[src/design/cpuPkg.sv]
package cpuPkg;

	localparam int dataWidth = 32;
	localparam int addrWidth = 8; // 256 words of RAM.
	localparam int regCount = 16;
	localparam int regIdxWidth = $clog2(regCount);
	localparam int linkReg = 15; // jal writes the return address here.

	typedef logic [dataWidth-1:0] word_t;
	typedef logic [addrWidth-1:0] memAddr_t;

	typedef enum logic [4:0] {
		opAdd = 5'd0,
		opSub = 5'd1,
		opAnd = 5'd2,
		opOr = 5'd3,
		opAddi = 5'd4,
		opJal = 5'd5,
		opJr = 5'd6,
		opOut = 5'd7,
		opHalt = 5'd8
	} opcode_t;

	typedef struct packed {
		opcode_t opcode;
		logic [regIdxWidth-1:0] ra;
		logic [regIdxWidth-1:0] rb;
		logic [regIdxWidth-1:0] rc;
		logic [14:0] imm; // Sign-extended when it drives the bus.
	} instr_t;

	typedef enum logic [2:0] {busNone, busPc, busMdr, busReg, busZ, busImm} busSrc_t;
	typedef enum logic [1:0] {aluAdd, aluSub, aluAnd, aluOr} aluOp_t;
	typedef enum logic [1:0] {fieldRa, fieldRb, fieldRc, fieldLink} regField_t;

	// One bundle from the control unit to every datapath block.
	typedef struct packed {
		busSrc_t busSel;
		logic marIn;
		logic mdrIn;
		logic irIn;
		logic pcIn;
		logic incPc;
		logic yIn;
		logic zIn;
		aluOp_t aluOp;
		logic regIn;
		regField_t regSel;
		logic outIn;
	} ctrl_t;

endpackage

[src/design/controlUnit.sv]
`timescale 1ns/100ps

module controlUnit (
	input logic clk,
	input logic reset,
	input cpuPkg::instr_t instr,
	output cpuPkg::ctrl_t ctrl,
	output logic halted
);
	import cpuPkg::*;

	typedef enum logic [2:0] {
		phaseT0, phaseT1, phaseT2, phaseT3, phaseT4, phaseT5, phaseHalted
	} phase_t;

	phase_t phase;
	aluOp_t opAlu;

	always_ff @(posedge clk) begin
		if (reset) begin
			phase <= phaseT0; // Fetch starts in the first cycle after reset.
		end else begin
			case (phase)
				phaseT0: phase <= phaseT1;
				phaseT1: phase <= phaseT2;
				phaseT2: phase <= phaseT3;
				phaseT3: phase <= (instr.opcode == opHalt) ? phaseHalted : phaseT4;
				phaseT4: phase <= phaseT5;
				phaseT5: phase <= phaseT0;
				default: phase <= phaseHalted; // Only reset leaves this state.
			endcase
		end
	end

	assign halted = (phase == phaseHalted);

	always_comb begin
		case (instr.opcode)
			opSub: opAlu = aluSub;
			opAnd: opAlu = aluAnd;
			opOr: opAlu = aluOr;
			default: opAlu = aluAdd;
		endcase
	end

	always_comb begin
		ctrl = '0;
		case (phase)
			phaseT0: begin
				ctrl.busSel = busPc;
				ctrl.marIn = 1'b1;
			end
			phaseT1: begin
				ctrl.mdrIn = 1'b1;
				ctrl.incPc = 1'b1;
			end
			phaseT2: begin
				ctrl.busSel = busMdr;
				ctrl.irIn = 1'b1;
			end
			phaseT3: begin
				case (instr.opcode)
					opAdd, opSub, opAnd, opOr, opAddi: begin
						ctrl.busSel = busReg;
						ctrl.regSel = fieldRb;
						ctrl.yIn = 1'b1;
					end
					opJal: begin
						// PC already points past the jal.
						ctrl.busSel = busPc;
						ctrl.regSel = fieldLink;
						ctrl.regIn = 1'b1;
					end
					opJr: begin
						ctrl.busSel = busReg;
						ctrl.regSel = fieldRa;
						ctrl.pcIn = 1'b1;
					end
					opOut: begin
						ctrl.busSel = busReg;
						ctrl.regSel = fieldRa;
						ctrl.outIn = 1'b1;
					end
					default: ;
				endcase
			end
			phaseT4: begin
				case (instr.opcode)
					opAdd, opSub, opAnd, opOr, opAddi: begin
						ctrl.busSel = (instr.opcode == opAddi) ? busImm : busReg;
						ctrl.regSel = fieldRc;
						ctrl.aluOp = opAlu;
						ctrl.zIn = 1'b1;
					end
					opJal: begin
						ctrl.busSel = busReg;
						ctrl.regSel = fieldRa;
						ctrl.pcIn = 1'b1;
					end
					default: ;
				endcase
			end
			phaseT5: begin
				if (instr.opcode inside {opAdd, opSub, opAnd, opOr, opAddi}) begin
					ctrl.busSel = busZ;
					ctrl.regSel = fieldRa;
					ctrl.regIn = 1'b1;
				end
			end
			default: ;
		endcase
	end

	// The PC register in the datapath would get two conflicting updates.
	pcUpdateExclusive: assert property (@(posedge clk) disable iff (reset)
		!(ctrl.pcIn && ctrl.incPc))
		else $error("pcIn and incPc asserted in the same cycle");

endmodule

[config.mk]
export PLATFORM = sky130hd
export DESIGN_NAME = controlUnit
export DESIGN_NICKNAME = d
export VERILOG_FILES = /design/src/design/cpuPkg.sv /design/src/design/controlUnit.sv
export SDC_FILE = /design/constraint.sdc
export NUM_CORES = 1
export LEC_CHECK = 0
export ABC_AREA = 1
export BUFFER_PORTS_ARGS = -buffer_cell sky130_fd_sc_hd__buf_2
export CORE_AREA = 3 3 40 42
export DETAILED_ROUTE_END_ITERATION = 8
export DIE_AREA = 0 0 43 45
export PLACE_DENSITY = 0.81
export REMOVE_ABC_BUFFERS = 1
export SLEW_MARGIN = 20
export SYNTH_ARGS = -nofsm -noshare
export SYNTH_HDL_FRONTEND = slang
export SYNTH_SLANG_ARGS = --single-unit
[constraint.sdc]
create_clock -name clk -period 2.9 [get_ports clk]
set_clock_uncertainty 0.05 [all_clocks]
set_input_delay 0.725 -clock clk [delete_from_list [all_inputs] [get_ports clk]]
set_output_delay 0.725 -clock clk [all_outputs]
set_load 0.02 [all_outputs]
==> impl_metrics.py, run 1 <==
metrics = {
    "grt": {
        "grt_overflow_total": 0,
        "grt_antenna_before_repair": 0,
        "grt_usage_pct": 10.6,
        "grt_max_degree": 7,
        "grt_pass1_wl_mm": 1.65,
        "grt_pass1_vias": 451,
    },
    "die": {
        "core_area_sq_um": 1280,
        "pin_count": 51,
        "die_area_sq_um": 1940,
        "die_y_um": 45,
        "rows": 13,
        "die_w_um": 43,
        "start_util_pct": 28.9,
    },
    "timing": {
        "hold_viol": 0,
        "fin_ws_ps": 453,
        "drv_slew": 0,
        "min_period_ps": 2450,
        "period_share_pct": 84.4,
        "slew_headroom_pct": 80.2,
        "setup_violations": 0,
        "tns_ps": 0,
        "worst_pin_slew_ps": 296,
        "rsz0062_at_grt": "no",
        "timing.fmax_ghz": 0.409,
    },
    "cts": {
        "htree_levels": 1,
        "cts_root_buf": "clkbuf_4",
        "cts_buffer_depth": 2,
        "cts_resized": 0,
        "cts_tree": "done",
        "cts_made_buffers": 3,
        "cts_hold_buf": 0,
        "clk_pin_slew_ps": 40,
        "cts_sinks": 3,
        "clk_latency_ps": 230,
        "cts_setup_buffers": 0,
    },
    "finish": {
        "nFillCells": 145,
        "layout_common_cells": "23 x buf_2, 14 x nand2_1, 10 x inv_1",
        "num-nets-final": 127,
        "fin_cells": 107,
        "n_antenna_cell": 0,
        "drive_above_1_share_pct": 41.3,
        "layout_commonest_cell": "buf_2",
        "synthToLayoutAreaGrowth_pct": 41.1,
        "stdcell_area_sq_um": 524,
    },
    "logic_synthesis": {
        "synth_cell_type_count": 19,
        "synth_cells": 66,
        "synth_area_leaders": "dfxtp_1 16%, nand2_1 14%, inv_1 10%",
        "syn_avg_cell_area_sq_um": 5.63,
        "ys_ff_latch": 3,
        "yosysSeqAreaShare_pct": 16.2,
        "synth_area_sq_um": 372,
        "synth_warnings": 0,
        "yosysTopAreaCell": "dfxtp_1",
        "synth_top_area_share_pct": 16.2,
    },
    "setup_path": {
        "path_max_fanout": 6,
        "cpMaxStageDelayCell": "buf_2",
        "end_kind": "output pin",
        "required_ps": 2120,
        "crit_chain": "buf_2 > nor2_4 > nand3_1 > nand2_1 > nand3_1 > o21ai_1 > buf_2",
        "critPathLaunchType": "input pin",
        "worst-setup-path-type": "input pin to output pin",
        "max_stage_delay_ps": 180,
        "arrival_ps": 1670,
    },
    "pwr": {
        "peakVddDrop_mv": 0.205,
        "p_seq_share_pct": 26.2,
        "pwr-share-clk_pct": 36.4,
        "power.density_nw_per_um2": 374,
        "combinationalPowerShare_pct": 37.5,
        "switching_power_uw": 75.4,
        "intPower_uw": 121,
        "switching_share_pct": 38.4,
        "p_total_uw": 196,
        "power_leakage_nw": 0.324,
    },
    "outcome": {
        "status": "completed",
    },
    "drt": {
        "first_pass_iters": 4,
        "drcViolationCount": 0,
        "drtIter0Drc": 5,
        "wl_um": 981,
        "ant_nets": 0,
        "wl_per_cell_um": 9.17,
        "vias": 488,
        "drt-vias-per-instance": 4.56,
    },
    "placement": {
        "place_ws_ps": 465,
        "place_area_sq_um": 498,
        "gp_routability_congestion": 0.726,
        "dp_cells": 103,
        "numPortBuffers": 23,
        "hpwlAfterDp_um": 850,
    },
    "min_path": {
        "hold_class": "flop to flop",
    },
    "flow_run": {
        "cap_violations": 0,
    },
}
[synthesized netlist by cell type]
library cell / number
a21oi_1: 1
buf_4: 1
dfxtp_1: 3
inv_1: 10
inv_2: 5
nand2_1: 14
nand2_2: 1
nand3_1: 6
nand3_2: 1
nand3b_1: 1
nand3b_2: 1
nand4_1: 2
nor2_1: 9
nor2_4: 2
nor3_1: 3
nor3_2: 2
o21ai_0: 1
o21ai_1: 2
o22ai_1: 1
[power groups by stage]
| stage | Combinational, mW | Clock, mW | Sequential [mW] |
|---|---|---|---|
| floorplan | 0.0500 | 0 | 0.0510 |
| global placement | 0.0726 | 0 | 0.0518 |
| detailed placement | 0.0738 | 0 | 0.0521 |
| CTS | 0.0741 | 0.0755 | 0.0515 |
| global route | 0.0816 | 0.0773 | 0.0523 |
| finish | 0.0735 | 0.0713 | 0.0513 |
[path summary, 6_finish.rpt]
kind | from | to | slack [ps] | depth (start not counted)
min reg2reg | flop | phase[0] | 520 | 3
max reg2reg | phase[1] | phase[1] | 1950 | 3
max | instr[31] | ctrl[15] | 450 | 7
min | flop | phase[0] | 520 | 3
[routing by layer]
| layer | up-vias | track usage [%] | wire length (um) |
|---|---|---|---|
| met5 | - | 0 | 0 |
| met4 | 0 | 5.42 | 0 |
| met3 | 0 | 0 | 41 |
| met2 | 10 | 21.3 | 530 |
| met1 | 216 | 11.5 | 409 |
| li1 | 262 | - | - |
[worst max-delay path, delay by kind of cell]
family	cells	cell delay [ps]
AOI/OAI and AO/OA	1	100
buffers and inverters	2	300
and+or+nand+nor	4	560
[per-stage QoR]
| step | utilization (%) | hold slack, ps |
|---|---|---|
| 3_3_place_gp | 38.8 | 502 |
| 3_5_place_dp | 38.8 | 520 |
| 5_1_grt | 40.8 | 577 |
| 6_report | 40.8 | 516 |
| 2_1_floorplan | - | 466 |
| 4_1_cts | 40.8 | 531 |
[layout make-up]
| class | count | area, sq um | area share, % |
|---|---|---|---|
| Timing Repair Buffer | 23 | 115 | 22.0 |
| Clock buffer | 4 | 26.3 | 5.01 |
| Multi-Input combinational cell | 47 | 248 | 47.3 |
| Inverter | 15 | 56.3 | 10.7 |
| Tap cell | 15 | 18.8 | 3.58 |
| Sequential cell | 3 | 60.1 | 11.5 |
[cells by family (layout without fill, tap and decap cells)]
group | Yosys count | after routing | synth area share (%)
buffers and inverters | 16 | 42 | 17.2
AND/OR/NAND/NOR | 42 | 42 | 59.6
flip-flops | 3 | 3 | 16.2
AO/OA/AOI/OAI | 5 | 5 | 7.07
Power figures use the tool's default switching activity.
==> inputs of run 2 (changes only) <==
--- a/config.mk
+++ b/config.mk
@@ -7,10 +7,10 @@
 export LEC_CHECK = 0
 export ABC_AREA = 1
 export BUFFER_PORTS_ARGS = -buffer_cell sky130_fd_sc_hd__buf_2
-export CORE_AREA = 3 3 40 42
+export CORE_MARGIN = 3
+export CORE_UTILIZATION = 26
 export DETAILED_ROUTE_END_ITERATION = 8
-export DIE_AREA = 0 0 43 45
-export PLACE_DENSITY = 0.81
+export PLACE_DENSITY = 0.8
 export REMOVE_ABC_BUFFERS = 1
 export SLEW_MARGIN = 20
 export SYNTH_ARGS = -nofsm -noshare
==> constraint.sdc (replaced) <==
create_clock -name clk -period 2.15 [get_ports clk]
set_clock_uncertainty 0.05 [all_clocks]
set_input_delay 0.5375 -clock clk [delete_from_list [all_inputs] [get_ports clk]]
set_output_delay 0.5375 -clock clk [all_outputs]
set_load 0.02 [all_outputs]
==> impl_metrics.py, run 2 (same netlist as run 1, synthesis figures left out) <==
metrics = {
    "outcome": {
        "status": "completed",
    },
    "cts": {
        "clk_pin_slew_ps": 30,
        "clk_latency_ps": 230,
        "cts_sinks": 3,
        "cts_tree": "done",
        "cts_buffer_depth": 2,
        "cts_root_buf": "clkbuf_4",
        "cts_made_buffers": 3,
        "htree_levels": 1,
        "cts_setup_buffers": 0,
        "cts_hold_buf": 0,
        "cts_resized": 0,
    },
    "grt": {
        "grt_usage_pct": 11.3,
        "grt_antenna_before_repair": 0,
        "grt_pass1_vias": 452,
        "grt_overflow_total": 0,
        "grt_pass1_wl_mm": 1.68,
        "grt_max_degree": 7,
    },
    "timing": {
        "worst_pin_slew_ps": 286,
        "hold_viol": 0,
        "timing.fmax_ghz": 0.496,
        "slew_headroom_pct": 80.8,
        "tns_ps": 0,
        "period_share_pct": 93.8,
        "min_period_ps": 2020,
        "fin_ws_ps": 133,
        "setup_violations": 0,
        "drv_slew": 0,
        "rsz0062_at_grt": "no",
    },
    "drt": {
        "wl_per_cell_um": 9.55,
        "vias": 510,
        "first_pass_iters": 4,
        "drt-vias-per-instance": 4.77,
        "drcViolationCount": 0,
        "wl_mm": 1.02,
        "ant_nets": 0,
        "drtIter0Drc": 9,
    },
    "die": {
        "start_util_pct": 28.2,
        "die_w_um": 43.8,
        "die_y_um": 43.8,
        "rows": 13,
        "core_area_sq_um": 1320,
        "pin_count": 51,
        "die_area_sq_um": 1920,
    },
    "min_path": {
        "min_path_cells": 2,
        "worstHoldStart": "reset",
        "hold_class": "input pin to flop",
    },
    "setup_path": {
        "end_kind": "output pin",
        "reg2reg_slack_ps": 1190,
        "regToRegEndpoint": "phase[1]",
        "worst-setup-path-type": "input pin to output pin",
        "reg2reg_from": "phase[1]",
        "r2r_cells": 3,
        "required_ps": 1560,
        "arrival_ps": 1430,
        "critPathLaunchType": "input pin",
        "path_max_fanout": 6,
    },
    "finish": {
        "multi_input_area_sq_um": 253,
        "n_antenna_cell": 0,
        "layout_commonest_cell": "buf_2",
        "synthToLayoutAreaGrowth_pct": 42.4,
        "layout_common_cells": "23 x buf_2, 14 x nand2_1, 10 x inv_1",
        "num-nets-final": 127,
        "final_core_util_pct": 40.2,
        "drive_above_1_share_pct": 42.4,
        "fin_cells": 107,
        "nFillCells": 151,
        "regArea_sq_um": 60.1,
    },
    "pwr": {
        "combinationalPowerShare_pct": 37.7,
        "switching_share_pct": 38.5,
        "p_total_uw": 265,
        "power.density_nw_per_um2": 501,
        "power_leakage_nw": 0.324,
        "intPower_uw": 163,
        "pwr-share-clk_pct": 36.0,
        "switching_power_uw": 102,
        "peakVddDrop_mv": 0.300,
        "p_seq_share_pct": 26.3,
    },
    "placement": {
        "gp_routability_congestion": 0.769,
        "place_ws_ps": 103,
        "hpwlAfterDp_um": 869,
        "numPortBuffers": 23,
        "dp_cells": 103,
    },
    "flow_run": {
        "cap_violations": 0,
    },
}
## run 2: cell counts in the layout (fill, tap and decap cells not counted)
Identical to the previous run, type by type.
## run 2: how the worst max path moves through the flow
stage / startpoint / to / cells after the start
floorplan: instr[30] / ctrl[4] / 2
global placement: instr[31] / ctrl[15] / 7
detailed placement: instr[31] / ctrl[15] / 7
CTS: instr[31] / ctrl[15] / 7
global route: instr[31] / ctrl[15] / 7
finish: instr[30] / ctrl[15] / 6
## run 2: final cells by class
| type | instances | share of cell area [%] |
|---|---|---|
| Clock buffer | 4 | 4.96 |
| Tap cell | 15 | 3.55 |
| Inverter | 15 | 10.6 |
| Multi-Input combinational cell | 47 | 47.8 |
| Sequential cell | 3 | 11.3 |
| Timing Repair Buffer | 23 | 21.7 |
## run 2: critical path: stages
cell and delay, ps:
buf_2 120, nand3b_2 260, nand2_1 150, nand3_1 100, o21ai_1 80, buf_2 170
## run 2: routing by layer
metal / routed length, um / share of wire, % / track usage, %
met3: 74 / 7.2 / 5.39
met5: 0 / 0 / 0
met1: 429 / 42 / 12.6
met2: 517 / 51 / 19.8
met4: 0 / 0 / 1.81
## run 2: power groups by stage
stage / clock (mW) / sequential [mW] / combinational, mW
floorplan: 0 / 0.0688 / 0.0674
global placement: 0 / 0.0700 / 0.0972
detailed placement: 0 / 0.0706 / 0.0989
CTS: 0.101 / 0.0697 / 0.0993
global route: 0.105 / 0.0709 / 0.111
finish: 0.0953 / 0.0698 / 0.0999
## run 2: stage by stage
stage          hold slack [ps]  area [sq um]
2_1_floorplan              466           364
3_3_place_gp               498           498
3_5_place_dp               509           498
4_1_cts                    438           524
5_1_grt                    452           529
6_report                   450           529
==> inputs of run 3 (changes only) <==
--- a/config.mk
+++ b/config.mk
@@ -7,10 +7,12 @@
 export LEC_CHECK = 0
 export ABC_AREA = 1
 export BUFFER_PORTS_ARGS = -buffer_cell sky130_fd_sc_hd__buf_2
+export CELL_PAD_IN_SITES_DETAIL_PLACEMENT = 1
+export CELL_PAD_IN_SITES_GLOBAL_PLACEMENT = 1
 export CORE_MARGIN = 3
-export CORE_UTILIZATION = 26
+export CORE_UTILIZATION = 16
 export DETAILED_ROUTE_END_ITERATION = 8
-export PLACE_DENSITY = 0.8
+export PLACE_DENSITY = 0.83
 export REMOVE_ABC_BUFFERS = 1
 export SLEW_MARGIN = 20
 export SYNTH_ARGS = -nofsm -noshare
==> constraint.sdc (replaced) <==
create_clock -name clk -period 2 [get_ports clk]
set_clock_uncertainty 0.05 [all_clocks]
set_input_delay 0.5 -clock clk [delete_from_list [all_inputs] [get_ports clk]]
set_output_delay 0.5 -clock clk [all_outputs]
set_load 0.02 [all_outputs]
==> impl_metrics.py, run 3 (same netlist as run 1, synthesis figures left out) <==
metrics = {
    "outcome": {
        "status": "completed",
    },
    "die": {
        "die_w_um": 54.2,
        "start_util_pct": 17.8,
        "rows": 16,
        "die_area_sq_um": 2940,
        "die_y_um": 54.2,
        "core_area_sq_um": 2080,
        "pin_count": 51,
    },
    "drt": {
        "drtIter0Drc": 8,
        "wl_mm": 1.26,
        "drcViolationCount": 0,
        "wl_per_cell_um": 10.3,
        "vias": 494,
        "drt-vias-per-instance": 4.05,
        "first_pass_iters": 4,
        "ant_nets": 0,
    },
    "cts": {
        "cts_sinks": 3,
        "cts_tree": "done",
        "clk_pin_slew_ps": 40,
        "cts_buffer_depth": 2,
        "htree_levels": 1,
        "cts_hold_buf": 0,
        "cts_root_buf": "clkbuf_4",
        "clk_latency_ps": 230,
        "cts_made_buffers": 3,
    },
    "min_path": {
        "min_path_cells": 2,
        "hold_class": "input pin to flop",
    },
    "setup_path": {
        "critPathLaunchType": "input pin",
        "worst-setup-path-type": "input pin to output pin",
        "max_stage_delay_ps": 260,
        "path_max_fanout": 5,
        "crit_chain": "buf_2 > nand3b_2 > buf_4 > nor3_1 > buf_2",
        "required_ps": 1450,
        "end_kind": "output pin",
        "cpMostUsedCell": "buf_2",
        "cpMaxStageDelayCell": "nand3b_2",
        "arrival_ps": 1410,
        "r2r_cells": 5,
    },
    "timing": {
        "min_period_ps": 1960,
        "timing.fmax_ghz": 0.510,
        "period_share_pct": 98.1,
        "worst_pin_slew_ps": 304,
        "hold_viol": 0,
        "slew_headroom_pct": 79.6,
        "rsz0062_at_grt": "yes",
        "fin_ws_ps": 38.1,
        "drv_slew": 0,
        "setup_violations": 0,
    },
    "finish": {
        "fin_cells": 122,
        "nFillCells": 283,
        "drive_above_1_share_pct": 51.6,
        "layout_common_cells": "17 x buf_2, 13 x nand2_1, 10 x inv_1",
        "n_antenna_cell": 0,
        "num-nets-final": 130,
        "layout_commonest_cell": "buf_2",
        "synthToLayoutAreaGrowth_pct": 60.9,
    },
    "placement": {
        "numPortBuffers": 23,
        "place_ws_ps": 34.8,
        "hpwlAfterDp_mm": 1.04,
        "gp_routability_congestion": 0.765,
        "dp_cells": 117,
    },
    "grt": {
        "grt_pass1_wl_mm": 1.82,
        "grt_max_degree": 7,
        "grt_usage_pct": 8.67,
        "grt_overflow_total": 0,
        "grt_pass1_vias": 452,
        "grt_antenna_before_repair": 0,
    },
    "flow_run": {
        "cap_violations": 0,
    },
    "pwr": {
        "power_leakage_nw": 0.340,
        "peakVddDrop_mv": 0.257,
        "power.density_nw_per_um2": 506,
    },
}
[run 3: changes by cell type in the layout (fill, tap and decap cells not counted), moves of 2 or more]
| cell | delta |
|---|---|
| buf_4 | +9 |
| dfxtp_1 | -3 |
| nor2_2 | +2 |
| dfxtp_2 | +3 |
| nor2_1 | -2 |
| buf_2 | -6 |
[run 3: area by class of cell]
cell class | instances | area (sq um) | area share (%)
Tap cell | 27 | 33.8 | 5.65
Timing Repair Buffer | 26 | 153 | 25.5
Multi-Input combinational cell | 47 | 265 | 44.4
Clock buffer | 4 | 26.3 | 4.39
Sequential cell | 3 | 63.8 | 10.7
Inverter | 15 | 56.3 | 9.41
[run 3: critical path, delay by kind of cell]
family        cells  cell delay, ps
buf+inv           3             480
simple gates      2             430
[run 3: report_power, final]
| group | switching [mW] | internal, mW | total, mW |
|---|---|---|---|
| registers | 0.00951 | 0.0674 | 0.0769 |
| clock network | 0.0317 | 0.0748 | 0.107 |
| logic | 0.0781 | 0.0411 | 0.119 |
| total | 0.119 | 0.183 | 0.303 |
[run 3: path summary, 6_finish.rpt]
kind	startpoint	end	slack [ps]
hold reg to reg	flop	phase[0]	520
setup reg to reg	flop	phase[1]	980
hold / removal	reset	flop	390
setup / recovery	instr[30]	ctrl[5]	40
[run 3: per-layer routing]
metal | global-route usage [%] | routed length (um) | up-vias
met3 | 0.831 | 75 | 0
li1 | - | - | 263
met5 | 0 | 0 | -
met4 | 6.22 | 0 | 0
met2 | 13.1 | 576 | 17
met1 | 11.3 | 608 | 214
[run 3: what timing repair did]
| item | CTS | global route |
|---|---|---|
| buffers inserted | 0 | 1 |
| gates resized for setup | 0 | 14 |
| endpoints found under the setup margin | 0 | 10 |
[run 3: metrics by stage]
| stage | instance area, sq um | setup TNS [ps] | util (%) | total power, mW | hold WS, ps |
|---|---|---|---|---|---|
| 2_1_floorplan | 364 | 0 | - | 0.146 | 466 |
| 3_3_place_gp | 528 | 0 | 25.4 | 0.185 | 499 |
| 3_5_place_dp | 528 | 0 | 25.4 | 0.189 | 531 |
| 4_1_cts | 554 | 0 | 26.6 | 0.303 | 390 |
| 5_1_grt | 598 | -29.7 | 28.7 | 0.326 | 403 |
| 6_report | 598 | 0 | 28.7 | 0.303 | 393 |
